$ cat config.mk
export PLATFORM = sky130hd
export DESIGN_NAME = mem_arbiter
export DESIGN_NICKNAME = d
export VERILOG_FILES = /design/src/cache_pkg.sv /design/src/mem_arbiter.sv
export SDC_FILE = /design/constraint.sdc
export NUM_CORES = 1
export LEC_CHECK = 0
export BUFFER_PORTS_ARGS = -buffer_cell sky130_fd_sc_hd__buf_4
export CAP_MARGIN = 20
export CORE_AREA = 2 2 59 61
export CTS_CLUSTER_SIZE = 25
export DETAILED_ROUTE_END_ITERATION = 7
export DIE_AREA = 0 0 61 63
export PLACE_DENSITY = 0.9
export SLEW_MARGIN = 30
export SYNTH_ARGS = -nofsm -noshare
export SYNTH_HDL_FRONTEND = slang
export SYNTH_SLANG_ARGS = --single-unit
$ cat constraint.sdc
create_clock -name clk -period 2.3 [get_ports clk]
set_input_delay 0.46 -clock clk [delete_from_list [all_inputs] [get_ports clk]]
set_output_delay 0.46 -clock clk [all_outputs]
set_load 0.05 [all_outputs]
$ cat src/cache_pkg.sv
// cache subsystem shared definitions
`default_nettype none

package cache_pkg;

    // processor words and addresses are both 16 bits
    localparam int ADDR_W = 16;

    typedef logic [ADDR_W-1:0] word_t;

    // controller states
    // LOOKUP is the tag compare cycle after a request
    typedef enum logic [1:0] {
        IDLE,
        LOOKUP,
        FILL,
        WRITE
    } cache_state_t;

    // power-up contents of backing memory
    // the testbench model uses the same rule
    function automatic word_t mem_init_word(input word_t addr);
        return addr ^ 16'hA5C3;
    endfunction

endpackage

`default_nettype wire
$ cat src/mem_arbiter.sv
// fixed priority memory arbiter
`timescale 1ns/10ps
`default_nettype none

module mem_arbiter (
    input  wire logic             clk,
    input  wire logic             rst_n,
    input  wire logic             i_req,
    input  wire logic             i_we,
    input  wire cache_pkg::word_t i_addr,
    input  wire cache_pkg::word_t i_wdata,
    output cache_pkg::word_t      i_rdata,
    output logic                  i_valid,
    input  wire logic             d_req,
    input  wire logic             d_we,
    input  wire cache_pkg::word_t d_addr,
    input  wire cache_pkg::word_t d_wdata,
    output cache_pkg::word_t      d_rdata,
    output logic                  d_valid,
    output logic                  req,
    output logic                  we,
    output cache_pkg::word_t      addr,
    output cache_pkg::word_t      wdata,
    input  wire cache_pkg::word_t rdata,
    input  wire logic             valid
);
    typedef enum logic [1:0] {
        GNT_NONE,
        GNT_I,
        GNT_D
    } grant_t;

    grant_t grant;
    grant_t sel;

    // data side wins a tie while idle
    always_comb begin
        sel = grant;
        if (grant == GNT_NONE) begin
            if (d_req) begin
                sel = GNT_D;
            end else if (i_req) begin
                sel = GNT_I;
            end
        end
    end

    always_ff @(posedge clk) begin
        if (!rst_n) begin
            grant <= GNT_NONE;
        end else if (valid) begin
            grant <= GNT_NONE;
        end else begin
            grant <= sel;
        end
    end

    // mux granted cache onto memory
    assign req   = (sel == GNT_D) ? d_req : ((sel == GNT_I) && i_req);
    assign we    = (sel == GNT_D) ? d_we : i_we;
    assign addr  = (sel == GNT_D) ? d_addr : i_addr;
    assign wdata = (sel == GNT_D) ? d_wdata : i_wdata;

    // response back to the owner only
    assign i_valid = valid && (grant == GNT_I);
    assign d_valid = valid && (grant == GNT_D);
    assign i_rdata = (grant == GNT_I) ? rdata : '0;
    assign d_rdata = (grant == GNT_D) ? rdata : '0;

    a_valid_granted: assert property (@(posedge clk) disable iff (!rst_n)
        valid |-> (grant != GNT_NONE));

    // granted cache keeps its request up until the response
    a_grant_held: assert property (@(posedge clk) disable iff (!rst_n)
        ((grant != GNT_NONE) && !valid) |-> ((grant == GNT_I) ? i_req : d_req));

endmodule

`default_nettype wire

Word-level counts from Yosys, hierarchy flattened
Cells that the tools add are included.
Operators by class
  reduce and logical (&&, ||, !) cells: 5
  muxes and demuxes: 9
  equality and inequality tests: 4
  bitwise gates (word level): 1
Operator list (number)
  two-way mux 16 bit: 4
  two-way mux 2 bit: 3
  == test 2 x 1 -> 1 bit, second input constant: 2
  == test 2 bit, second input constant: 2
  logical AND 1 bit: 3
  zero test 2 bit: 1
  two-way mux 1 bit: 2
  OR reduction 2 bit: 1
  NOT 1 bit: 1
Storage, ports and cells
  word-level logic and storage cells: 20
  flip-flop bits (word level): 2
  bits of input ports: 87

Longest topological paths before layout
Gate-level depths: netlist (run 1).
  depth in word-level cells: 6
  depth in mapped cells: 3
  depth with buffers taken out: 2

Worst setup path before layout (run 1)
OpenSTA, ideal clock, no wires.
  path kind: input-to-output
  start point: in i_req
  end point: out req
  arrival: 1.565 ns
  path slack: 0.275 ns
  buffers on the path: 0
  stages on the path: 2
  cell sequence: inv_1 o21ai_0
Between the ends
  longest elaborated chain between the ends: 6
  elaborated cells between the ends (all ways): 7
  classes of those cells: 2 x eq/ne; 4 x mux; 1 x reduce/logical
RTL lines
  start: declaration: line mem_arbiter.sv:8  | input wire logic i_req,
  two-way mux 2 bit: line mem_arbiter.sv:42  | end else if (i_req) begin
  two-way mux 2 bit: line mem_arbiter.sv:40  | if (d_req) begin
  two-way mux 2 bit: line mem_arbiter.sv:39  | if (grant == GNT_NONE) begin
  == test 2 x 1 -> 1 bit: line mem_arbiter.sv:59  | assign req = (sel == GNT_D) ? d_req : ((sel == GNT_I) && i_req);
  logical AND 1 bit: line mem_arbiter.sv:59
  two-way mux 1 bit *: line mem_arbiter.sv:59
  end: declaration: line mem_arbiter.sv:20  | output logic req,
Mark *: on every way between the ends. The rest lies on a longest branch, timed or not.

Final worst setup path (run 1)
  start point: reg grant[1]
  end point: out addr[5]
Between the ends
  longest elaborated chain between the ends: 5
  elaborated cells between the ends (all ways): 6
  classes of those cells: 1 x eq/ne; 4 x mux; 1 x reduce/logical
RTL lines
  start: declaration: line mem_arbiter.sv:33  | grant_t grant;
  start signal: assignment: line mem_arbiter.sv:54  | grant <= sel;
  two-way mux 2 bit: line mem_arbiter.sv:42
  two-way mux 2 bit: line mem_arbiter.sv:40
  two-way mux 2 bit *: line mem_arbiter.sv:39
  == test 2 bit *: line mem_arbiter.sv:61  | assign addr = (sel == GNT_D) ? d_addr : i_addr;
  two-way mux 16 bit *: line mem_arbiter.sv:61
  end: declaration: line mem_arbiter.sv:22  | output cache_pkg::word_t addr,
Marks and branches as above.

==> key figures, run 1 <==
Detailed routing
  • Iter 0 DRT Violations: 17
  • Antenna viol nets, final: 0
  • Post-Route WL: 3983 um
  • Vias per cell: between 4 and 5
  • Drt drc: 0
  • Number of detailed-route iterations in the first pass: 4
  • WL per Instance: 13.98 um
  • Vias: 1,194

Finish
  • Most flops, register: grant
  • Area of the multi-input gates: 685.7 um^2
  • Regs by FF count: grant (2)
  • Fillers: 284
  • Final std cells w/o fill: 285
  • Final Core Density: 0.6167
  • Area Growth Syn to Fin: 153.7%
  • Layout cells sized above 1: 0.8870
  • Commonest non-fill, non-tap cell in the layout: buf_4
  • FF+latch area: roughly 40 um^2
  • Antenna cells: 0
  • Most frequent cells in the layout: 154 x buf_4, 31 x mux2_2, 17 x and2_1, 17 x and2_2
  • Final layout net count: approximately 330
  • Finished layout cell area: 1993 um^2
  • Max reg flops: 2

Synth
  • Syn avg cell area: 9.137 um^2
  • Share of the synthesized area in the top cell type: 0.4443
  • Synth Register Bits: 2
  • Syn. warnings: 0
  • Yosys top cell by area: mux2_2
  • Post-synth design cell area: between 700 and 800 um^2
  • Count of different cell masters after synthesis: 14
  • Synth top area cells: mux2_2 44%, and2_2 16%, and2_1 14%
  • Sequential-to-total area share from yosys stat: 0.05096
  • Gate Count Post-Synth: 86
  • Syn nets: 173

STA
  • Worst Tran Pin Value: about 0.23 ns
  • Crit path time final: about 2.0 ns
  • F_max: 0.4919 GHz
  • Fin crit share: 0.8840
  • RSZ-0062 raised after global routing: false
  • Hold Violations, Final: 0
  • Final WS setup: 0.2669 ns
  • Worst Skew: 0.001279 ns
  • Count of final setup violators: 0
  • TNS Setup: 0 ns
  • Slew Viols, Final: 0
  • Worst hold slack: 0.4905 ns
  • Max transition margin: 0.8441

Setup path
  • Startpoint Class: flop
  • Setup CP Type: reg2out
  • Worst EP arrival: 1.57 ns
  • CP required: 1.84 ns
  • CP endpoint kind: output port
  • Peak fanout along the critical path: 33

Min path
  • Hold Crit Class: reg2reg

CTS
  • Clock transition at the registers of the reported paths: 0.03 ns
  • Clock Sinks: 2
  • H-tree level count: 1
  • Clk buf depth: 2
  • Hold_buf cts: 0
  • Clock root cell: clkbuf_4
  • Post-CTS setup buffer count: 0
  • Number of buffers created by CTS: 3
  • CTS tree: yes
  • Cts repair resizes: 0
  • Worst-Skew Late Latency: 0.23 ns

Power
  • Clock Power Share: 0.110
  • Reg power frac: 0.053
  • Leakage: between 1 and 1.5 nW
  • Int Pwr: about 0.35 mW
  • Power Total: around 0.73 mW
  • PwrDens: 367.5 nW/um^2
  • Sw Ratio: 0.5216
  • Psw: 0.3820 mW
  • Maximum vdd drop: 229.9 uV
  • Comb power frac: 0.837

Die
  • Placeable Area: 3232 um^2
  • Io pins: about 160
  • Die H: between 60 and 70 um
  • Die Wd: 61 um
  • Die area: approximately 3800 um^2
  • Row count: 21
  • Initial core utilization: 0.2431

GRT
  • Initial antenna violation count: 0
  • Gr usage total: 0.1860
  • Gr ovfl total: 0
  • Global-route wire length before repair: 5361 um
  • Vias in the first global route: about 1,200
  • Largest net degree at the start of global routing: 34

Placed design
  • Gpl congestion: 0.6959
  • Placed cell areas: ~2000 um^2
  • Placed cells: about 280
  • DP Wirelength: 3459 um
  • Port bufs: about 150
  • Pre-CTS WS: 0.3033 ns

Flow run
  • Max Cap Viol: 0

Run status
  • Status: finished, final reports clean
==> synth_stat cells <==
master	n
mux2_2	31
and2_1	17
and2_2	17
clkbuf_8	3
inv_1	3
a21oi_1	2
and2b_2	2
clkbuf_1	2
dfxtp_1	2
mux2_4	2
nand2b_1	2
o21ai_0	1
o21bai_4	1
or3b_2	1
==> kinds of logic (layout without fill, tap and decap cells) <==
logic type      count (synthesis)  count (layout)  synth area share
simple gates                   39              39            0.3471
mux                            33              33            0.4825
buf+inv                         8             161           0.07644
compound gates                  4               4           0.04299
flops                           2               2           0.05096
==> worst paths after layout <==
path | from | endpoint | slack, ns | cells past startpoint
max | grant[1] | addr[5] | 0.27 | 4
min | grant[0] | grant[0] | 0.49 | 2
max reg2reg | grant[1] | grant[0] | 1.26 | 2
min reg2reg | grant[0] | grant[0] | 0.49 | 2
==> routing by layer <==
metal | part of all wire | up-vias | wire, um | global-route usage
met4 | 0.018 | 0 | 70 | 0.06522
met1 | 0.34 | 535 | 1359 | 0.1901
met3 | 0.067 | 6 | 267 | 0.03106
li1 | - | 596 | - | -
met5 | 0 | - | 0 | 0
met2 | 0.57 | 57 | 2286 | 0.3575
==> critical path, stage by stage, from the launching register on <==
cell      delay [ns]
dfxtp_1         0.36
o21bai_4        0.18
buf_12          0.22
mux2_2          0.38
buf_4           0.19
==> power groups by stage <==
stage | registers [mW] | logic (mW) | clock network [mW]
floorplan | 0.0386 | 0.380 | 0
global placement | 0.0391 | 0.605 | 0
detailed placement | 0.0391 | 0.616 | 0
CTS | 0.0387 | 0.617 | 0.0847
global route | 0.0389 | 0.637 | 0.0910
finish | 0.0387 | 0.613 | 0.0809
==> cell type report <==
class / instances / share of cell area
repair buffers: 155 / 0.5901
multi-input cells: 76 / 0.3440
well taps: 46 / 0.02888
flip-flops and latches: 2 / 0.02009
clock buffers: 3 / 0.01130
inverters: 3 / 0.005650
Note: power is estimated with default switching activity, not from simulation.
==> inputs of run 2 (changes only) <==
PLACE_DENSITY = 0.88   (was 0.9)
==> run 2 against run 1 <==
Net effect:
- power shrank 1.3%
- combinational power shrank 1%
- register-to-register slack is essentially flat
- clock skew shrank 0.00097 ns
- flip-flop and latch count is the same
- clock power shrank 2.7%
- sequential share of layout area is the same
- non-clock buffer count is the same
==> key figures, run 2 (synthesis gave the netlist of run 1 again) <==
Die
  • Row count: 21 (unchanged)
  • Die Wd: 61 um (unchanged)
  • Io pins: 155 (unchanged)
  • Initial core utilization: 0.2431 (unchanged)
  • Die area: 3843 um^2 (unchanged)
  • Placeable Area: 3232 um^2 (unchanged)
  • Die H: 63 um (unchanged)

CTS
  • H-tree level count: 1 (unchanged)
  • Number of buffers created by CTS: 3 (unchanged)
  • Hold_buf cts: 0 (unchanged)
  • Clock Sinks: 2 (unchanged)
  • Clock transition at the registers of the reported paths: 0.03 ns (about the same)
  • Worst-Skew Late Latency: 0.22 ns (about the same)
  • Clk buf depth: 2 (unchanged)
  • Clock root cell: clkbuf_4
  • CTS tree: yes
  • Post-CTS setup buffer count: 0 (unchanged)
  • Cts repair resizes: 0 (unchanged)

Setup path
  • CP required: 1.84 ns (about the same)
  • Max incr delay on CP: 0.37 ns (about the same)
  • Setup CP Type: reg2out
  • CP endpoint kind: output port
  • CP Depth: 4 (unchanged)
  • Worst path buffer plus inverter count: 2 (unchanged)
  • Slowest stage cell, crit path: mux2_2
  • Cell Chain, Critical Path: o21bai_4 > buf_12 > mux2_2 > buf_4
  • Startpoint Class: flop
  • Reg2reg path depth: 2 (unchanged)
  • Worst EP arrival: 1.55 ns (-0.02 ns)
  • Peak fanout along the critical path: 33 (unchanged)
  • Crit-path leading delay family: buffers and inverters

STA
  • Count of final setup violators: 0 (unchanged)
  • F_max: 0.4980 GHz (+1.3%)
  • Fin crit share: 0.8730 (-0.01098)
  • RSZ-0062 raised after global routing: false
  • Worst Skew: 0.0003094 ns (-0.0009693 ns)
  • Crit path time final: 2.008 ns (-0.02525 ns)
  • Worst Tran Pin Value: 0.2366 ns (+0.003059 ns)
  • Max transition margin: 0.8423 (-0.001826)
  • TNS Setup: 0 ns (unchanged)
  • Hold Violations, Final: 0 (unchanged)
  • Slew Viols, Final: 0 (unchanged)
  • Worst hold slack: 0.4803 ns (-0.01023 ns)
  • Final WS setup: 0.2921 ns (+0.02525 ns)

Finish
  • Commonest non-fill, non-tap cell in the layout: buf_4
  • Max reg flops: 2 (unchanged)
  • Layout cells sized above 1: 0.8870 (unchanged)
  • Most flops, register: grant
  • Area Growth Syn to Fin: 153.7% (unchanged)
  • Antenna cells: 0 (unchanged)
  • Most frequent cells in the layout: 154 x buf_4, 31 x mux2_2, 17 x and2_1, 17 x and2_2
  • Final layout net count: 328 (unchanged)
  • Fillers: 294 (+3.5%)
  • Regs by FF count: grant (2)
  • Finished layout cell area: 1993 um^2 (unchanged)

Detailed routing
  • Vias: 1,205 (+0.92%)
  • Drt drc: 0 (unchanged)
  • Antenna viol nets, final: 0 (unchanged)
  • Vias per cell: 4.228 (+0.92%)
  • Iter 0 DRT Violations: 31 (+14)
  • Post-Route WL: 3611 um (-9.3%)
  • WL per Instance: 12.67 um (-9.3%)
  • Number of detailed-route iterations in the first pass: 2 (-2)

Power
  • Maximum vdd drop: 232.5 uV (+1.1%)
  • Leakage: 1.087 nW (unchanged)
  • PwrDens: 362.9 nW/um^2 (-1.3%)

GRT
  • Gr usage total: 0.1678 (-0.01817)
  • Largest net degree at the start of global routing: 34 (unchanged)
  • Initial antenna violation count: 0 (unchanged)
  • Gr ovfl total: 0 (unchanged)
  • Vias in the first global route: 1,218 (+5.0%)
  • Global-route wire length before repair: 5071 um (-5.4%)

Placed design
  • Pre-CTS WS: 0.3398 ns (+0.03653 ns)
  • Port bufs: 154 (unchanged)
  • DP Wirelength: 3151 um (-8.9%)
  • Placed cell areas: 1971 um^2 (unchanged)
  • Gpl congestion: 0.7365 (+5.8%)

Flow run
  • Max Cap Viol: 0 (unchanged)

Run status
  • Status: finished, final reports clean

Min path
  • Hold depth: 2 (unchanged)
  • Hold Crit Class: reg2reg
[run 2: final timing paths]
kind             from         to  slack [ns]
max reg2reg  grant[1]   grant[0]        1.25
min reg2reg  grant[0]   grant[0]        0.48
min          grant[0]   grant[0]        0.48
max          grant[1]  wdata[13]        0.29
[run 2: area by class of cell]
class	instances	area [um^2]	share of cell area
Timing Repair Buffer	155	1176	0.5901
Multi-Input combinational cell	76	685.7	0.3440
Tap cell	46	57.56	0.02888
Sequential cell	2	40.04	0.02009
Clock buffer	3	22.52	0.01130
Inverter	3	11.26	0.005650
[run 2: where the power goes]
part           switching, mW  internal, mW
Clock                 0.0210        0.0577
Sequential           0.00220        0.0365
Combinational          0.350         0.256
[run 2: routing by layer]
| layer | vias to the layer above | track usage | share of wire |
|---|---|---|---|
| met5 | - | 0 | 0 |
| met1 | 557 | 0.1582 | 0.32 |
| li1 | 595 | - | - |
| met4 | 0 | 0.05163 | 0.0033 |
| met3 | 2 | 0.01656 | 0.062 |
| met2 | 51 | 0.3481 | 0.61 |
[run 2: per-stage QoR]
stage / util / std cells / power, mW
6_report: 0.6167 / 285 / 0.7233
2_1_floorplan: - / 86 / 0.4187
3_5_place_dp: 0.6098 / 282 / 0.6477
4_1_cts: 0.6167 / 285 / 0.7318
5_1_grt: 0.6167 / 285 / 0.7519
3_3_place_gp: 0.6098 / 282 / 0.6399
[run 2: worst register-to-register path, stage by stage (launching register included)]
cell	delay [ns]
dfxtp_1	0.36
or3b_2	0.49
a21oi_1	0.14
==> inputs of run 3 (changes only) <==
PLACE_DENSITY = default   (was 0.88)
PLACE_DENSITY_LB_ADDON = 0.15   (was default)
==> run 3 against run 2 <==
Net effect:
- utilization did not move
- non-clock buffer count stayed put
- sequential power barely moved
- wire length decreased by 2.7%
- combinational power hardly changed
- flip-flop and latch count did not move
- clock skew is 0.00064 ns higher
- setup slack improved by 0.014 ns
- first-iteration DRC count decreased by 16%
- die area stayed put
- highest routed layer is now met3
- global-route usage down 0.10 points
- register-to-register slack barely moved
==> key figures, run 3 (synthesis gave the netlist of run 1 again) <==
Setup path
  • Startpoint Class: flop
  • Cell Chain, Critical Path: o21bai_4 > buf_12 > mux2_2 > buf_4
  • Crit-path leading delay family: buffers and inverters
  • Slowest stage cell, crit path: dfxtp_1
  • Setup CP Type: reg2out
  • Peak fanout along the critical path: 33 (unchanged)
  • Max incr delay on CP: 0.36 ns (about the same)
  • Worst EP arrival: 1.53 ns (-0.02 ns)
  • CP endpoint kind: output port
  • CP required: 1.84 ns (about the same)
  • Worst path buffer plus inverter count: 2 (unchanged)

STA
  • Crit path time final: 1.994 ns (-0.01366 ns)
  • Worst Skew: 0.0009476 ns (+0.0006381 ns)
  • Hold Violations, Final: 0 (unchanged)
  • Worst Tran Pin Value: 0.2412 ns (+0.004602 ns)
  • F_max: 0.5015 GHz (+0.69%)
  • TNS Setup: 0 ns (unchanged)
  • Max transition margin: 0.8392 (-0.003068)
  • Worst hold slack: 0.4921 ns (+0.01176 ns)
  • Slew Viols, Final: 0 (unchanged)
  • RSZ-0062 raised after global routing: false
  • Final WS setup: 0.3058 ns (+0.01366 ns)
  • Count of final setup violators: 0 (unchanged)
  • Fin crit share: 0.8670 (-0.005941)

Die
  • Die H: 63 um (unchanged)
  • Initial core utilization: 0.2431 (unchanged)
  • Io pins: 155 (unchanged)
  • Row count: 21 (unchanged)
  • Placeable Area: 3232 um^2 (unchanged)
  • Die Wd: 61 um (unchanged)
  • Die area: 3843 um^2 (unchanged)

CTS
  • Hold_buf cts: 0 (unchanged)
  • Clock transition at the registers of the reported paths: 0.03 ns (about the same)
  • Clock root cell: clkbuf_4
  • CTS tree: yes
  • Worst-Skew Late Latency: 0.23 ns (about the same)
  • Clock Sinks: 2 (unchanged)
  • Cts repair resizes: 0 (unchanged)
  • Number of buffers created by CTS: 3 (unchanged)
  • Clk buf depth: 2 (unchanged)
  • H-tree level count: 1 (unchanged)
  • Post-CTS setup buffer count: 0 (unchanged)

Power
  • Maximum vdd drop: 376.8 uV (+62%)
  • Power Total: 0.7215 mW (-0.25%)
  • PwrDens: 362.0 nW/um^2 (-0.25%)
  • Leakage: 1.087 nW (unchanged)

Finish
  • Commonest non-fill, non-tap cell in the layout: buf_4
  • Regs by FF count: grant (2)
  • Most frequent cells in the layout: 154 x buf_4, 31 x mux2_2, 17 x and2_1, 17 x and2_2
  • Final layout net count: 328 (unchanged)
  • Layout cells sized above 1: 0.8870 (unchanged)
  • Max reg flops: 2 (unchanged)
  • Final Core Density: 0.6167 (unchanged)
  • Antenna cells: 0 (unchanged)
  • Most flops, register: grant
  • Area Growth Syn to Fin: 153.7% (unchanged)

Detailed routing
  • Vias per cell: 4.204 (-0.58%)
  • Iter 0 DRT Violations: 26 (-16%)
  • Drt drc: 0 (unchanged)
  • Number of detailed-route iterations in the first pass: 4 (+2)
  • Post-Route WL: 3513 um (-2.7%)
  • Antenna viol nets, final: 0 (unchanged)
  • Vias: 1,198 (-0.58%)
  • WL per Instance: 12.33 um (-2.7%)

Placed design
  • Gpl congestion: 0.7259 (-1.4%)
  • DP Wirelength: 3074 um (-2.5%)
  • Port bufs: 154 (unchanged)
  • Pre-CTS WS: 0.3436 ns (+0.003837 ns)

GRT
  • Largest net degree at the start of global routing: 34 (unchanged)
  • Gr ovfl total: 0 (unchanged)
  • Vias in the first global route: 1,156 (-5.1%)
  • Initial antenna violation count: 0 (unchanged)
  • Gr usage total: 0.1668 (-0.001014)
  • Global-route wire length before repair: 5119 um (+0.95%)

Flow run
  • Max Cap Viol: 0 (unchanged)

Run status
  • Status: finished, final reports clean

Min path
  • Hold Crit Class: reg2reg
## run 3: cell counts in the layout (fill, tap and decap cells not counted)
Identical to the previous run, type by type.
## run 3: path summary, 6_finish.rpt
kind / start / end / slack, ns / depth (start not counted)
max reg2reg: grant[1] / grant[0] / 1.25 / 2
min reg2reg: grant[0] / grant[0] / 0.49 / 2
min: grant[0] / grant[0] / 0.49 / 2
max: grant[1] / addr[0] / 0.31 / 4
## run 3: routing by layer
layer | part of all wire | vias up | global-route usage
met3 | 0.12 | 0 | 0.04969
met1 | 0.31 | 535 | 0.1589
li1 | - | 596 | -
met4 | 0 | 0 | 0.008152
met5 | 0 | - | 0
met2 | 0.57 | 67 | 0.3441
## run 3: layout make-up
class | count | area (um^2)
clock buffers | 3 | 22.52
fillers | 307 | 1239
inverters | 3 | 11.26
multi-input cells | 76 | 685.7
flip-flops and latches | 2 | 40.04
well taps | 46 | 57.56
repair buffers | 155 | 1176
## run 3: worst reg2reg max path: cells and delay by family, from the launching register on
| family | cells | cell delay, ns |
|---|---|---|
| DFF | 1 | 0.36 |
| and+or+nand+nor | 1 | 0.47 |
| AOI/OAI and AO/OA | 1 | 0.15 |
## run 3: report_power, final
part	internal, mW	leakage (nW)	switching [mW]
combinational	0.256	1.06	0.348
sequential	0.0365	0.0164	0.00218
clock	0.0576	0.0138	0.0211
## run 3: through the flow
step / area [um^2] / cells
floorplan: 785.8 / 86
global placement: 1971 / 282
detailed placement: 1971 / 282
CTS: 1993 / 285
global route: 1993 / 285
finish: 1993 / 285
