===== config.mk =====
export PLATFORM = sky130hd
export DESIGN_NAME = cache_core
export DESIGN_NICKNAME = d
export VERILOG_FILES = /design/src/cache_pkg.sv /design/src/cache_core.sv /design/src/cache_tag_array.sv
export SDC_FILE = /design/constraint.sdc
export NUM_CORES = 1
export LEC_CHECK = 0
export BUFFER_PORTS_ARGS = -buffer_cell sky130_fd_sc_hd__buf_2
export CORE_UTILIZATION = 60
export DETAILED_ROUTE_END_ITERATION = 6
export GPL_TIMING_DRIVEN = 0
export PLACE_DENSITY_LB_ADDON = 0.1
export SETUP_SLACK_MARGIN = 0.3
export SLEW_MARGIN = 20
export SYNTH_ARGS = -nofsm -noshare
export SYNTH_HDL_FRONTEND = slang
export SYNTH_SLANG_ARGS = --single-unit

===== constraint.sdc =====
create_clock -name clk -period 10.4 [get_ports clk]
set_input_delay 3.12 -clock clk [delete_from_list [all_inputs] [get_ports clk]]
set_output_delay 3.12 -clock clk [all_outputs]
set_load 0.05 [all_outputs]

===== src/cache_pkg.sv =====
// cache subsystem shared definitions
`default_nettype none

package cache_pkg;

    // processor words and addresses are both 16 bits
    localparam int ADDR_W = 16;

    typedef logic [ADDR_W-1:0] word_t;

    // controller states
    // LOOKUP is the tag compare cycle after a request
    typedef enum logic [1:0] {
        IDLE,
        LOOKUP,
        FILL,
        WRITE
    } cache_state_t;

    // power-up contents of backing memory
    // the testbench model uses the same rule
    function automatic word_t mem_init_word(input word_t addr);
        return addr ^ 16'hA5C3;
    endfunction

endpackage

`default_nettype wire

===== src/cache_core.sv =====
// two-way cache controller and data array
`timescale 1ns/10ps
`default_nettype none

module cache_core #(
    parameter int SETS = 16
) (
    input  wire logic             clk,
    input  wire logic             rst_n,
    input  wire cache_pkg::word_t cpu_addr,
    input  wire cache_pkg::word_t cpu_wdata,
    input  wire logic             cpu_rd,
    input  wire logic             cpu_wr,
    output cache_pkg::word_t      cpu_rdata,
    output logic                  cpu_ready,
    output logic                  cpu_busy,
    output logic                  mem_req,
    output logic                  mem_we,
    output cache_pkg::word_t      mem_addr,
    output cache_pkg::word_t      mem_wdata,
    input  wire cache_pkg::word_t mem_rdata,
    input  wire logic             mem_valid
);
    import cache_pkg::*;

    localparam int IDX_W = $clog2(SETS);

    cache_state_t     state;
    word_t            req_addr;
    word_t            req_wdata;
    word_t            fill_data;
    logic             req_wr;
    logic             ready_q;
    logic             hit;
    logic             hit_way;
    logic             victim_way;
    logic             accept;
    logic             rd_hit;
    logic             fill_done;
    logic [IDX_W-1:0] idx;
    word_t            data_mem [2][SETS];

    assign idx       = req_addr[IDX_W-1:0];
    assign fill_done = (state == FILL) && mem_valid;

    // read hit finishes in the lookup cycle itself
    assign rd_hit   = (state == LOOKUP) && !req_wr && hit;
    assign cpu_busy = (state == FILL) || (state == WRITE) || ((state == LOOKUP) && !rd_hit);
    // new request taken in IDLE or back to back after a read hit
    assign accept   = (cpu_rd || cpu_wr) && !cpu_busy;

    assign cpu_ready = rd_hit || ready_q;
    // fill word held for the ready cycle after a miss
    assign cpu_rdata = ready_q ? fill_data : data_mem[hit_way][idx];

    // memory request held until valid
    assign mem_req   = (state == FILL) || (state == WRITE);
    assign mem_we    = (state == WRITE);
    assign mem_addr  = req_addr;
    assign mem_wdata = req_wdata;

    cache_tag_array #(
        .SETS(SETS)
    ) tags (
        .clk        (clk),
        .rst_n      (rst_n),
        .lookup_addr(req_addr),
        .update     (fill_done),
        .update_way (victim_way),
        .touch      ((state == LOOKUP) && hit),
        .touch_way  (hit_way),
        .hit        (hit),
        .hit_way    (hit_way),
        .victim_way (victim_way)
    );

    always_ff @(posedge clk) begin
        if (!rst_n) begin
            state   <= IDLE;
            req_wr  <= 1'b0;
            ready_q <= 1'b0;
        end else begin
            ready_q <= 1'b0;
            case (state)
                IDLE: begin
                    if (accept) begin
                        state <= LOOKUP;
                    end
                end
                LOOKUP: begin
                    // every write goes through on hit or miss
                    if (req_wr) begin
                        state <= WRITE;
                    end else if (!hit) begin
                        state <= FILL;
                    end else if (!accept) begin
                        state <= IDLE;
                    end
                end
                FILL, WRITE: begin
                    if (mem_valid) begin
                        state   <= IDLE;
                        ready_q <= 1'b1;
                    end
                end
                default: state <= IDLE;
            endcase
            if (accept) begin
                req_wr <= cpu_wr;
            end
        end
    end

    // request capture and data array writes
    always_ff @(posedge clk) begin
        if (accept) begin
            req_addr  <= cpu_addr;
            req_wdata <= cpu_wdata;
        end
        if (fill_done) begin
            fill_data                 <= mem_rdata;
            data_mem[victim_way][idx] <= mem_rdata;
        end
        // write hit updates the line and a miss does not allocate
        if ((state == LOOKUP) && req_wr && hit) begin
            data_mem[hit_way][idx] <= req_wdata;
        end
    end

    a_rd_wr_excl: assert property (@(posedge clk) disable iff (!rst_n)
        !(cpu_rd && cpu_wr));

    a_req_stable: assert property (@(posedge clk) disable iff (!rst_n)
        (mem_req && !mem_valid) |=> mem_req && $stable(mem_addr) &&
            $stable(mem_we) && $stable(mem_wdata));

    a_ready_busy: assert property (@(posedge clk) disable iff (!rst_n)
        cpu_ready |-> !$rose(cpu_busy));

endmodule

`default_nettype wire


===== src/cache_tag_array.sv =====
// two-way tag store with lru
`timescale 1ns/10ps
`default_nettype none

module cache_tag_array #(
    parameter int SETS = 16
) (
    input  wire logic            clk,
    input  wire logic            rst_n,
    input  wire cache_pkg::word_t lookup_addr,
    input  wire logic            update,
    input  wire logic            update_way,
    input  wire logic            touch,
    input  wire logic            touch_way,
    output logic                 hit,
    output logic                 hit_way,
    output logic                 victim_way
);
    import cache_pkg::*;

    localparam int IDX_W = $clog2(SETS);
    localparam int TAG_W = ADDR_W - IDX_W;

    // tag per way and set
    logic [TAG_W-1:0] tag_mem [2][SETS];
    logic [SETS-1:0]  valid_bits [2];
    // lru[set] names the least recently used way
    logic [SETS-1:0]  lru;

    logic [IDX_W-1:0] idx;
    logic [TAG_W-1:0] tag;
    logic             match0;
    logic             match1;
    logic             mru_way;

    assign idx = lookup_addr[IDX_W-1:0];
    assign tag = lookup_addr[ADDR_W-1:IDX_W];

    // combinational compare on both ways
    assign match0 = valid_bits[0][idx] && (tag_mem[0][idx] == tag);
    assign match1 = valid_bits[1][idx] && (tag_mem[1][idx] == tag);
    assign hit     = match0 || match1;
    assign hit_way = match1;

    // empty way first or else the lru way
    assign victim_way = !valid_bits[0][idx] ? 1'b0 :
                        !valid_bits[1][idx] ? 1'b1 : lru[idx];

    // way that becomes most recent this cycle
    assign mru_way = update ? update_way : touch_way;

    always_ff @(posedge clk) begin
        if (!rst_n) begin
            valid_bits[0] <= '0;
            valid_bits[1] <= '0;
            lru           <= '0;
        end else begin
            if (update) begin
                valid_bits[update_way][idx] <= 1'b1;
            end
            if (update || touch) begin
                lru[idx] <= ~mru_way;
            end
        end
    end

    // tag write on fill
    always_ff @(posedge clk) begin
        if (update) begin
            tag_mem[update_way][idx] <= tag;
        end
    end

    // fill and hit never share a cycle in the controller
    a_no_update_touch: assert property (@(posedge clk) disable iff (!rst_n)
        !(update && touch));

endmodule

`default_nettype wire


* Yosys cells after proc, flatten, opt, wreduce, memory -nomap -nowiden
Memories as Yosys holds them, arrays and structs flattened.
Index checks and enable logic that the tools add are counted.
** Cells by class
- Reduce and logical (&&, ||, !) cells :: 27
- Magnitude comparators :: 4
- Bitwise logic cells :: 2
- Div/mod/pow operators :: 0
- Add/sub/neg operators :: 0
- Muxes and demuxes :: 47
- $mul :: 0
- Equal/unequal tests :: 8
- Shift-type cells :: 0
** Operators by type and width (number)
- $mux W256 :: 4
- $reduce_or A256 Y1 :: 1
- $mux W192 :: 1
- $mux W16 :: 7
- $bmux W12 S4 :: 2
- $bmux W16 S4 :: 1
- $demux W16 S4 :: 1
- $mux W12 :: 5
- $demux W12 S4 :: 1
- $eq A12 B12 Y1 :: 2
- $bwmux W16 :: 1
- $reduce_or A16 Y1 :: 1
- $mux W1 :: 14
- $bmux W1 S4 :: 3
- $logic_and A1 B1 Y1 :: 12
- $mux W2 :: 5
- $logic_or A1 B1 Y1 :: 6
- $pmux W2 S3 :: 1
- $ge A5 B5 Y1 const B :: 1
- $lt A4 B5 Y1 const B :: 1
- $lt A5 B1 Y1 const B :: 1
- $not A4 Y5 :: 1
- $demux W1 S4 :: 1
- $eq A2 B2 Y1 const B :: 2
- 10 further kinds :: 13
** Word-level totals
- Bits of input ports :: 53
- Flip-flop bits (word level) :: 68
- RAM bits :: 928
- Memories :: 3
- Bits in latches :: 0
- ROM bits :: 0
- Output and inout port bits :: 52
** Memory list
- data_mem :: depth 2, width 256, rd ports 1, clocked after Yosys merged registers in 0, write ports 1, RTL line cache_core.sv:41 : word_t data_mem [2][SETS];
- tags.tag_mem :: depth 2, width 192, rd ports 2, clocked after Yosys merged registers in 0, write ports 1, RTL line cache_tag_array.sv:25 : logic [TAG_W-1:0] tag_mem [2][SETS];
- tags.valid_bits :: depth 2, width 16, rd ports 2, clocked after Yosys merged registers in 0, write ports 2, RTL line cache_tag_array.sv:26 : logic [SETS-1:0] valid_bits [2];

* Logic depth before layout (Yosys ltp)
Gate-level depths: netlist of the first run.
- Depth in word-level cells :: 17
- Gate-level depth with buffers :: 18
- Depth with buffers taken out :: 10

* By module
From an unflattened synthesis of the first run, not the netlist that was laid out.
** Second synthesis, totals
- Cell total of the unflattened synthesis :: 2114
- Area total of the unflattened synthesis :: 39235.1 µm²
** By module, submodules not included
- cache_core :: times used 1, cells each 1207, area an instance 21948.6 µm², seq. area each 16896.2 µm²
- cache_tag_array :: times used 1, cells each 907, area an instance 17286.6 µm², seq. area each 12492.0 µm²

* Least setup slack after synthesis of the first run
Ideal clock, no wire load.
- Kind :: register to output
- Start :: register req_addr[0] (netlist: mem_addr[0])
- End :: output cpu_rdata[3]
- Stages on the path, launching flop included :: 17
- Data arrival time :: 4.433 ns
- Slack :: 2.847 ns
- Path buffers :: 6
- Path through :: edfxtp_1 buf_6 buf_6 mux4_2 mux4_2 xor2_1 nor2_1 o211ai_1 a2111oi_2 buf_4 buf_12 buf_12 buf_12 mux2i_1 o22ai_1 o21ai_1 a32oi_1
** Between the ends
- Word-level cells in the longest chain between the ends :: 11
- Elaborated cells between the ends (all ways) :: 13
- Those cells by class :: eq/ne: 1; mux: 9; bitwise: 1; reduce/logical: 1; memory: 1
** RTL lines
- from (decl) :: RTL line cache_core.sv:29 : word_t req_addr;
- from (signal assigned) :: RTL line cache_core.sv:117 : req_addr <= cpu_addr;
- $not A4 Y5 (not written as such) :: RTL line cache_core.sv:54, cache_tag_array.sv:41
- $bmux W12 S4 :: RTL line cache_tag_array.sv:41 : assign match1 = valid_bits[1][idx] && (tag_mem[1][idx] == tag);
- $mux W12 (not written as such) (2 in series) :: RTL line cache_tag_array.sv:41
- $eq A12 B12 Y1 :: RTL line cache_tag_array.sv:41
- $logic_and A1 B1 Y1 :: RTL line cache_tag_array.sv:41
- $mem_v2 Z2 W256
- $bmux W16 S4 * :: RTL line cache_core.sv:54 : assign cpu_rdata = ready_q ? fill_data : data_mem[hit_way][idx];
- $mux W16 (not written as such) * (2 in series) :: RTL line cache_core.sv:54
- $mux W16 * :: RTL line cache_core.sv:54
- to (decl) :: RTL line cache_core.sv:14 : output cache_pkg::word_t cpu_rdata,
Every way passes the cells marked *; elsewhere a longest branch is shown, timed or not. The select of a mux whose other input is x is not followed.

* Final worst setup path of the first run
- Start :: register req_addr[3] (netlist: mem_addr[3])
- End :: output cpu_rdata[6]
The elaborated chain is that of the path after synthesis.

==> summary.md, run 1 <==
| Metric | Value |
|---|---|
| Worst EP required | `7.28 ns` |
| Cells along the critical path | `buf_2, buf_2, buf_2, buf_1, a211oi_1, o21ai_0, nand3b_1, a2111oi_2, buf_4, clkbuf_4, mux2i_1, o41ai_1, and3_1, a32oi_1, buf_2` |
| Core ar. | `64800 sq um` |
| CP max stage cell | `o41ai_1` |
| Final Hold Fails | `0` |
| TNS Setup | `0 ns` |
| CP top delay family | `buffers and inverters` |
| Area growth from synthesis to layout | `15.3%` |
| Largest net degree at the start of global routing | `38` |
| Hold WS | `0.466 ns` |
| # rows | `slightly above 90` |
| CP max stage delay | `1.14 ns` |
| Hold_buf cts | `0` |
| First-iteration detailed-routing DRC count | `2313` |
| Post-synth EDFFs | `around 940` |
| Synth top area share | `0.716` |
| Critical Path Most Common Cell | `buf_2` |
| Critical path buffer and inverter count | `7` |
| Top-count cell post-synth | `edfxtp_1` |
| Synth Warn # | `0` |
| Chip Height | `between 200 and 300 microns` |
| CP endpoint | `cpu_rdata[6]` |
| Slew Limit Fails | `0` |
| Net Count, Synth | `around 2300` |
| # setup viols final | `0` |
| PostCTS Resize Cnt | `0` |
| Final instance area | `45600 sq um` |
| Die Area | `approximately 67000 sq um` |
| Grt ovf | `0` |
| Post-synth top flop | `edfxtp_1` |
| RD Place Congestion | `a little over 0.9` |
| Post-DP HPWL | `69300 microns` |
| Setup Buffers After CTS | `0` |
| Setup crit start | `mem_addr[3]$_DFFE_PP_` |
| First-pass GRT wire length | `147000 microns` |
| Reg-to-reg startpoint | `mem_addr[3]$_DFFE_PP_` |
| Worst reg-to-reg path cell count | `15` |
| Max FO, Critical Path | `10` |
| Largest area contributor in the netlist | `edfxtp_1` |
| Max VDD drop | `about 0.14 mV` |
| Crit Path Class | `flop to primary output` |
| Initial antenna violation count | `2` |
| CTS Sinks | `around 1000` |
| Nets | `between 2000 and 3000` |
| Die Span X | `259 microns` |
| RR Endpoint | `data_mem[1][163]$_DFFE_PP_` |
| Asr flop ratio synth | `0` |
| Initial core utilization | `0.611` |
| Final wirelength | `101000 microns` |
| # IOs | `105` |
| Top cells by area, synth | `edfxtp_1 72%, mux2i_1 7.3%, mux4_2 6.1%, nand2_1 2.7%, dfxtp_1 2.6%` |
| WP depth | `15` |
| Final Skew | `0.0327 ns` |
| H-Tree Level Count | `3` |
| CTS Root Cell | `clkbuf_16` |
| Worst setup EP type | `primary output` |
| Setup crit start kind | `flop` |
| Fmax | `106 MHz` |
| Layout cells sized above 1 | `0.223` |
| Total CTS buffers | `97` |
| Post-route ant nets | `0` |
| DR pass1 iterations | `5` |
| Port Buf Inserts | `103` |
| Cell count after synthesis | `2275` |
| Number of global-route vias before repair | `22500` |
| Reg2Reg Setup Slack | `3.70 ns` |
| Syn Std Cell Area | `39600 sq um` |
| Worst Max-Slew Pin Slew | `1.31 ns` |
| Pwr Total | `approximately 9 mW` |
| Clock Latency Late Sink | `between 0.6 and 0.7 ns` |
| Arr. time, crit path | `6.29 ns` |
| Synthesized flop and latch total | `996` |
| Number of remaining DRC errors | `0` |
| Outcome | `completed` |
| Pleak | `14.4 nW` |
| Vias per cell | `6.32` |
| Mean Syn Cell Area | `17.4 sq um` |
| Placed cell area | `42300 sq um` |
| RSZ-0062 raised after global routing | `no` |
| Worst-path clk slew | `0.06 ns` |
| CTS tree | `built` |
| Minimum clock period | `about 9.4 ns` |
| PwrDens | `193 nW/um^2` |
| Hold Crit Class | `flop to flop` |
| Vias | `22000` |
| Max Cap Violations | `0` |
| Number of library cell types mapped by synthesis | `52` |
| Sequential-to-total area share from yosys stat | `0.742` |
| Final period util | `0.905` |
| Slew headroom | `0.118` |
| Routed wire per std cell | `about 29 microns` |
| Clock Path Buffers | `3` |
| Most common library cells after synthesis | `944 x edfxtp_1, 289 x mux2i_1, 283 x nand2_1` |
| Global Route Usage Sum | `0.308` |
flip-flops by register name, summed over array words and instances (netlist names):
signal           count
data_mem           512
fill_data           16
mem_addr            16
mem_wdata           16
ready_q              1
req_wr               1
state                2
tags.lru            16
tags.tag_mem       384
tags.valid_bits     32
cells in the final DEF, fill, tap and decap left out, types with 5 or more instances in the layout:
| cell type | netlist | routed |
|---|---|---|
| buf_12 | 8 | 9 |
| buf_4 | 13 | 13 |
| clkbuf_1 | 72 | 88 |
| xnor2_1 | 21 | 21 |
| o21ai_0 | 11 | 11 |
| o22ai_1 | 69 | 69 |
| a22oi_1 | 6 | 6 |
| mux2_2 | 19 | 26 |
| buf_6 | 16 | 36 |
| a31oi_1 | 16 | 16 |
| buf_2 | 20 | 124 |
| nor3_1 | 5 | 5 |
| bufinv_16 | 0 | 11 |
| nand2_1 | 283 | 283 |
| a32oi_1 | 16 | 16 |
| buf_8 | 0 | 52 |
| xor2_1 | 7 | 7 |
| edfxtp_1 | 944 | 944 |
| o41ai_1 | 32 | 29 |
| clkinv_1 | 1 | 19 |
| o21a_1 | 33 | 33 |
| dfxtp_1 | 52 | 52 |
| nor2_2 | 0 | 62 |
| clkinv_2 | 0 | 24 |
| o21ai_1 | 44 | 44 |
| buf_1 | 6 | 5 |
| and3_1 | 17 | 17 |
| clkbuf_16 | 0 | 102 |
| inv_1 | 21 | 21 |
| mux2i_1 | 289 | 289 |
| mux4_2 | 108 | 108 |
| nor2_1 | 90 | 25 |
final cells by class:
cell class,instances,area (sq um)
repair buffers,178,1600
fillers,4096,19200
flip-flops and latches,996,29400
well taps,855,1070
clock buffers,119,2630
multi-input cells,1120,9460
plain buffers,137,847
clock inverters,57,546
inverters,22,82.6
diodes,1,2.50
worst min-delay path by stage:
stage                                           endpoint  cells after the start                           start
after floorplan                tags.lru[10]$_SDFFE_PN0P_                      2       tags.lru[10]$_SDFFE_PN0P_
after global placement    tags.valid_bits[0][11]$_DFF_P_                      1  tags.valid_bits[0][11]$_DFF_P_
after detailed placement  tags.valid_bits[1][14]$_DFF_P_                      1  tags.valid_bits[1][14]$_DFF_P_
after CTS                  tags.valid_bits[1][4]$_DFF_P_                      1   tags.valid_bits[1][4]$_DFF_P_
after global routing      tags.valid_bits[1][14]$_DFF_P_                      1  tags.valid_bits[1][14]$_DFF_P_
final                      tags.valid_bits[1][4]$_DFF_P_                      1   tags.valid_bits[1][4]$_DFF_P_
kinds of logic after synthesis:
family | count (synthesis) | share of synthesized area
AOI/OAI and AO/OA | 245 | 0.0421
muxes | 426 | 0.143
DFF | 996 | 0.742
buffers and inverters | 159 | 0.0235
and+or+nand+nor | 421 | 0.0430
xor gates and xnor gates | 28 | 0.00620
through the flow:
stage          setup slack (ns)   util  std cells
2_1_floorplan              2.85      -       2275
3_3_place_gp               1.52  0.635       3233
3_5_place_dp               1.84  0.653       3301
4_1_cts                    1.07  0.702       3477
5_1_grt                   0.994  0.704       3484
6_report                  0.992  0.704       3485
worst register-to-register path: cells and delay by family (launching register included):
kind                      cells  cell delay [ns]
xor gates and xnor gates      1             0.18
buffers and inverters         7             3.18
DFF                           1             0.33
muxes                         1             0.44
AOI/OAI and AO/OA             1             0.39
and+or+nand+nor               5             1.86
report_power, final:
group | switching [mW] | total (mW) | internal (mW)
combinational | 0.552 | 0.800 | 0.249
clock | 1.46 | 3.52 | 2.06
sequential | 0.0357 | 4.48 | 4.44
total | 2.05 | 8.80 | 6.75
metal layers:
| metal | global-route usage | routed length [microns] | vias up |
|---|---|---|---|
| met2 | 0.518 | 50700 | 1063 |
| met5 | 0 | 12 | - |
| met1 | 0.391 | 37600 | 11300 |
| met4 | 0.150 | 5230 | 2 |
| met3 | 0.0538 | 7920 | 242 |
| li1 | - | - | 9454 |
Power figures use the tool's default switching activity.
==> inputs of run 2 (changes only) <==
--- a/config.mk
+++ b/config.mk
@@ -7,6 +7,7 @@
 export LEC_CHECK = 0
 export BUFFER_PORTS_ARGS = -buffer_cell sky130_fd_sc_hd__buf_2
 export CORE_UTILIZATION = 60
+export CTS_BUF_LIST = sky130_fd_sc_hd__clkbuf_16
 export DETAILED_ROUTE_END_ITERATION = 6
 export GPL_TIMING_DRIVEN = 0
 export PLACE_DENSITY_LB_ADDON = 0.1
==> summary.md, run 2 (synthesis gave the netlist of run 1 again) <==
| Metric | Value |
|---|---|
| Critical Path Most Common Cell | `buf_2` |
| Hold path endpoint | `tags.valid_bits[0][1]$_DFF_P_` |
| RSZ-0062 raised after global routing | `no` |
| Net switching power | `between 2 and 2.5 mW` |
| Number of flip-flops in the largest register | `about 510` |
| Worst Max-Slew Pin Slew | `1.30 ns` |
| CP max stage cell | `o41ai_1` |
| RR Endpoint | `data_mem[1][163]$_DFFE_PP_` |
| Initial antenna violation count | `2` |
| Max Cap Violations | `0` |
| CTS Sinks | `996` |
| CTS tree | `built` |
| Cells along the critical path | `buf_2, buf_2, buf_2, buf_1, a211oi_1, o21ai_0, nand3b_1, a2111oi_2, buf_4, clkbuf_4, mux2i_1, o41ai_1, and3_1, a32oi_1, buf_2` |
| Routed wire per std cell | `between 20 and 30 microns` |
| Final wirelength | `102000 microns` |
| Port Buf Inserts | `103` |
| Die Span X | `259 microns` |
| Max FO, Critical Path | `10` |
| PostCTS Resize Cnt | `0` |
| Final-layout fill cell count | `4097` |
| Hold_sp | `tags.valid_bits[0][1]$_DFF_P_` |
| Placed cell area | `~42000 sq um` |
| Layout cells sized above 1 | `0.223` |
| CP top delay family | `buffers and inverters` |
| First-pass GRT wire length | `approximately 150000 microns` |
| Area growth from synthesis to layout | `15.2%` |
| CTS Root Cell | `clkbuf_16` |
| PwrDens | `192 nW/um^2` |
| Post-DP HPWL | `69300 microns` |
| Chip Height | `259 microns` |
| Hold depth | `1` |
| RD Place Congestion | `a little over 0.9` |
| Final Hold Fails | `0` |
| Clock Path Buffers | `3` |
| Nets | `2605` |
| Worst EP required | `between 7 and 8 ns` |
| Register share of total power | `0.511` |
| Final period util | `0.904` |
| Reg-to-reg startpoint | `mem_addr[3]$_DFFE_PP_` |
| CP max stage delay | `1.13 ns` |
| Commonest cells after routing, fill and taps aside | `944 x edfxtp_1, 289 x mux2i_1, 283 x nand2_1, 124 x buf_2, 108 x mux4_2` |
| Crit Path Class | `flop to primary output` |
| Total CTS buffers | `97` |
| Hold_buf cts | `0` |
| Critical path buffer and inverter count | `7` |
| DR pass1 iterations | `5` |
| Initial core utilization | `0.611` |
| Sw frac | `0.233` |
| Final Skew | `roughly 0.038 ns` |
| Number of global-route vias before repair | `approximately 23000` |
| Worst-path clk slew | `0.06 ns` |
| Largest regs | `data_mem x512, tags.tag_mem x384, tags.valid_bits x32` |
| Post-Place Cells | `3301` |
| Comb pwr share | `0.091` |
| TNS Setup | `0 ns` |
| Reg2Reg Setup Slack | `3.63 ns` |
| Setup crit start kind | `flop` |
| Grt ovf | `0` |
| Outcome | `completed` |
| Max VDD drop | `0.137 mV` |
| Sequential standard cell area | `29400 sq um` |
| Post-route ant nets | `0` |
| # setup viols final | `0` |
| H-Tree Level Count | `3` |
| # IOs | `105` |
| Vias per cell | `roughly 6.4` |
| Largest net degree at the start of global routing | `38` |
| Top reg by flops | `data_mem` |
| Slew Limit Fails | `0` |
| Global Route Usage Sum | `0.308` |
| Worst reg-to-reg path cell count | `15` |
| Core Util, Final | `0.704` |
| Fmax | `~110 MHz` |
| Int Power | `6.73 mW` |
| Hold Crit Class | `flop to flop` |
| Die Area | `67000 sq um` |
| Final instance area | `45600 sq um` |
| Core ar. | `64800 sq um` |
| Worst setup EP type | `primary output` |
| Fin cells | `3486` |
| Clock Latency Late Sink | `0.66 ns` |
| Commonest non-fill, non-tap cell in the layout | `edfxtp_1` |
| Vias | `~22000` |
| Area of the multi-input gates | `9460 sq um` |
| Number of remaining DRC errors | `0` |
| First-iteration detailed-routing DRC count | `2402` |
| Arr. time, crit path | `6.28 ns` |
| Setup Buffers After CTS | `0` |
| Slew headroom | `0.125` |
| Pleak | `14.4 nW` |
| # rows | `93` |
| Minimum clock period | `about 9.4 ns` |
| Clk network pwr share | `0.398` |
run 2: cell count changes in the layout (fill, tap and decap cells not counted):
cell,previous run,this run
clkbuf_1,88,72
clkbuf_8,1,0
diode_2,1,2
inv_1,21,37
inv_2,1,2
run 2: metrics by stage:
step / setup slack, ns / hold WS (ns) / power, mW
floorplan: 2.85 / 0.432 / 5.06
global placement: 1.52 / 0.441 / 5.32
detailed placement: 1.84 / 0.453 / 5.35
CTS: 1.07 / 0.467 / 8.78
global route: 0.995 / 0.482 / 8.97
finish: 1.00 / 0.467 / 8.77
run 2: layout make-up:
type | count | share of cell area
antenna | 2 | 0.000110
inverter | 22 | 0.00181
clock inverter | 74 | 0.0134
sequential | 996 | 0.644
multi-input combinational | 1120 | 0.207
tap | 855 | 0.0235
timing repair buffer | 178 | 0.0350
buffer | 137 | 0.0186
clock buffer | 102 | 0.0560
run 2: metal layers:
metal,share of wire,global-route usage
met1,0.37,0.391
met2,0.50,0.517
met5,0.00012,0
met4,0.051,0.150
met3,0.077,0.0540
run 2: worst max-delay path by stage:
stage | startpoint | end | slack [ns] | cells past startpoint
2_1_floorplan | mem_addr[0]$_DFFE_PP_ | cpu_rdata[3] | 2.85 | 16
5_1_grt | mem_addr[0]$_DFFE_PP_ | cpu_rdata[6] | 1.0 | 16
3_5_place_dp | mem_addr[0]$_DFFE_PP_ | cpu_rdata[6] | 1.84 | 16
6_report | mem_addr[3]$_DFFE_PP_ | cpu_rdata[6] | 1.00 | 15
3_3_place_gp | mem_addr[2]$_DFFE_PP_ | cpu_rdata[7] | 1.52 | 13
4_1_cts | mem_addr[0]$_DFFE_PP_ | cpu_rdata[6] | 1.07 | 16
run 2: power by group through the flow:
stage	registers [mW]	clock network (mW)	logic, mW
4_1_cts	4.50	3.51	0.769
3_5_place_dp	4.59	0	0.765
6_report	4.48	3.49	0.801
2_1_floorplan	4.62	0	0.439
3_3_place_gp	4.60	0	0.723
5_1_grt	4.48	3.65	0.842
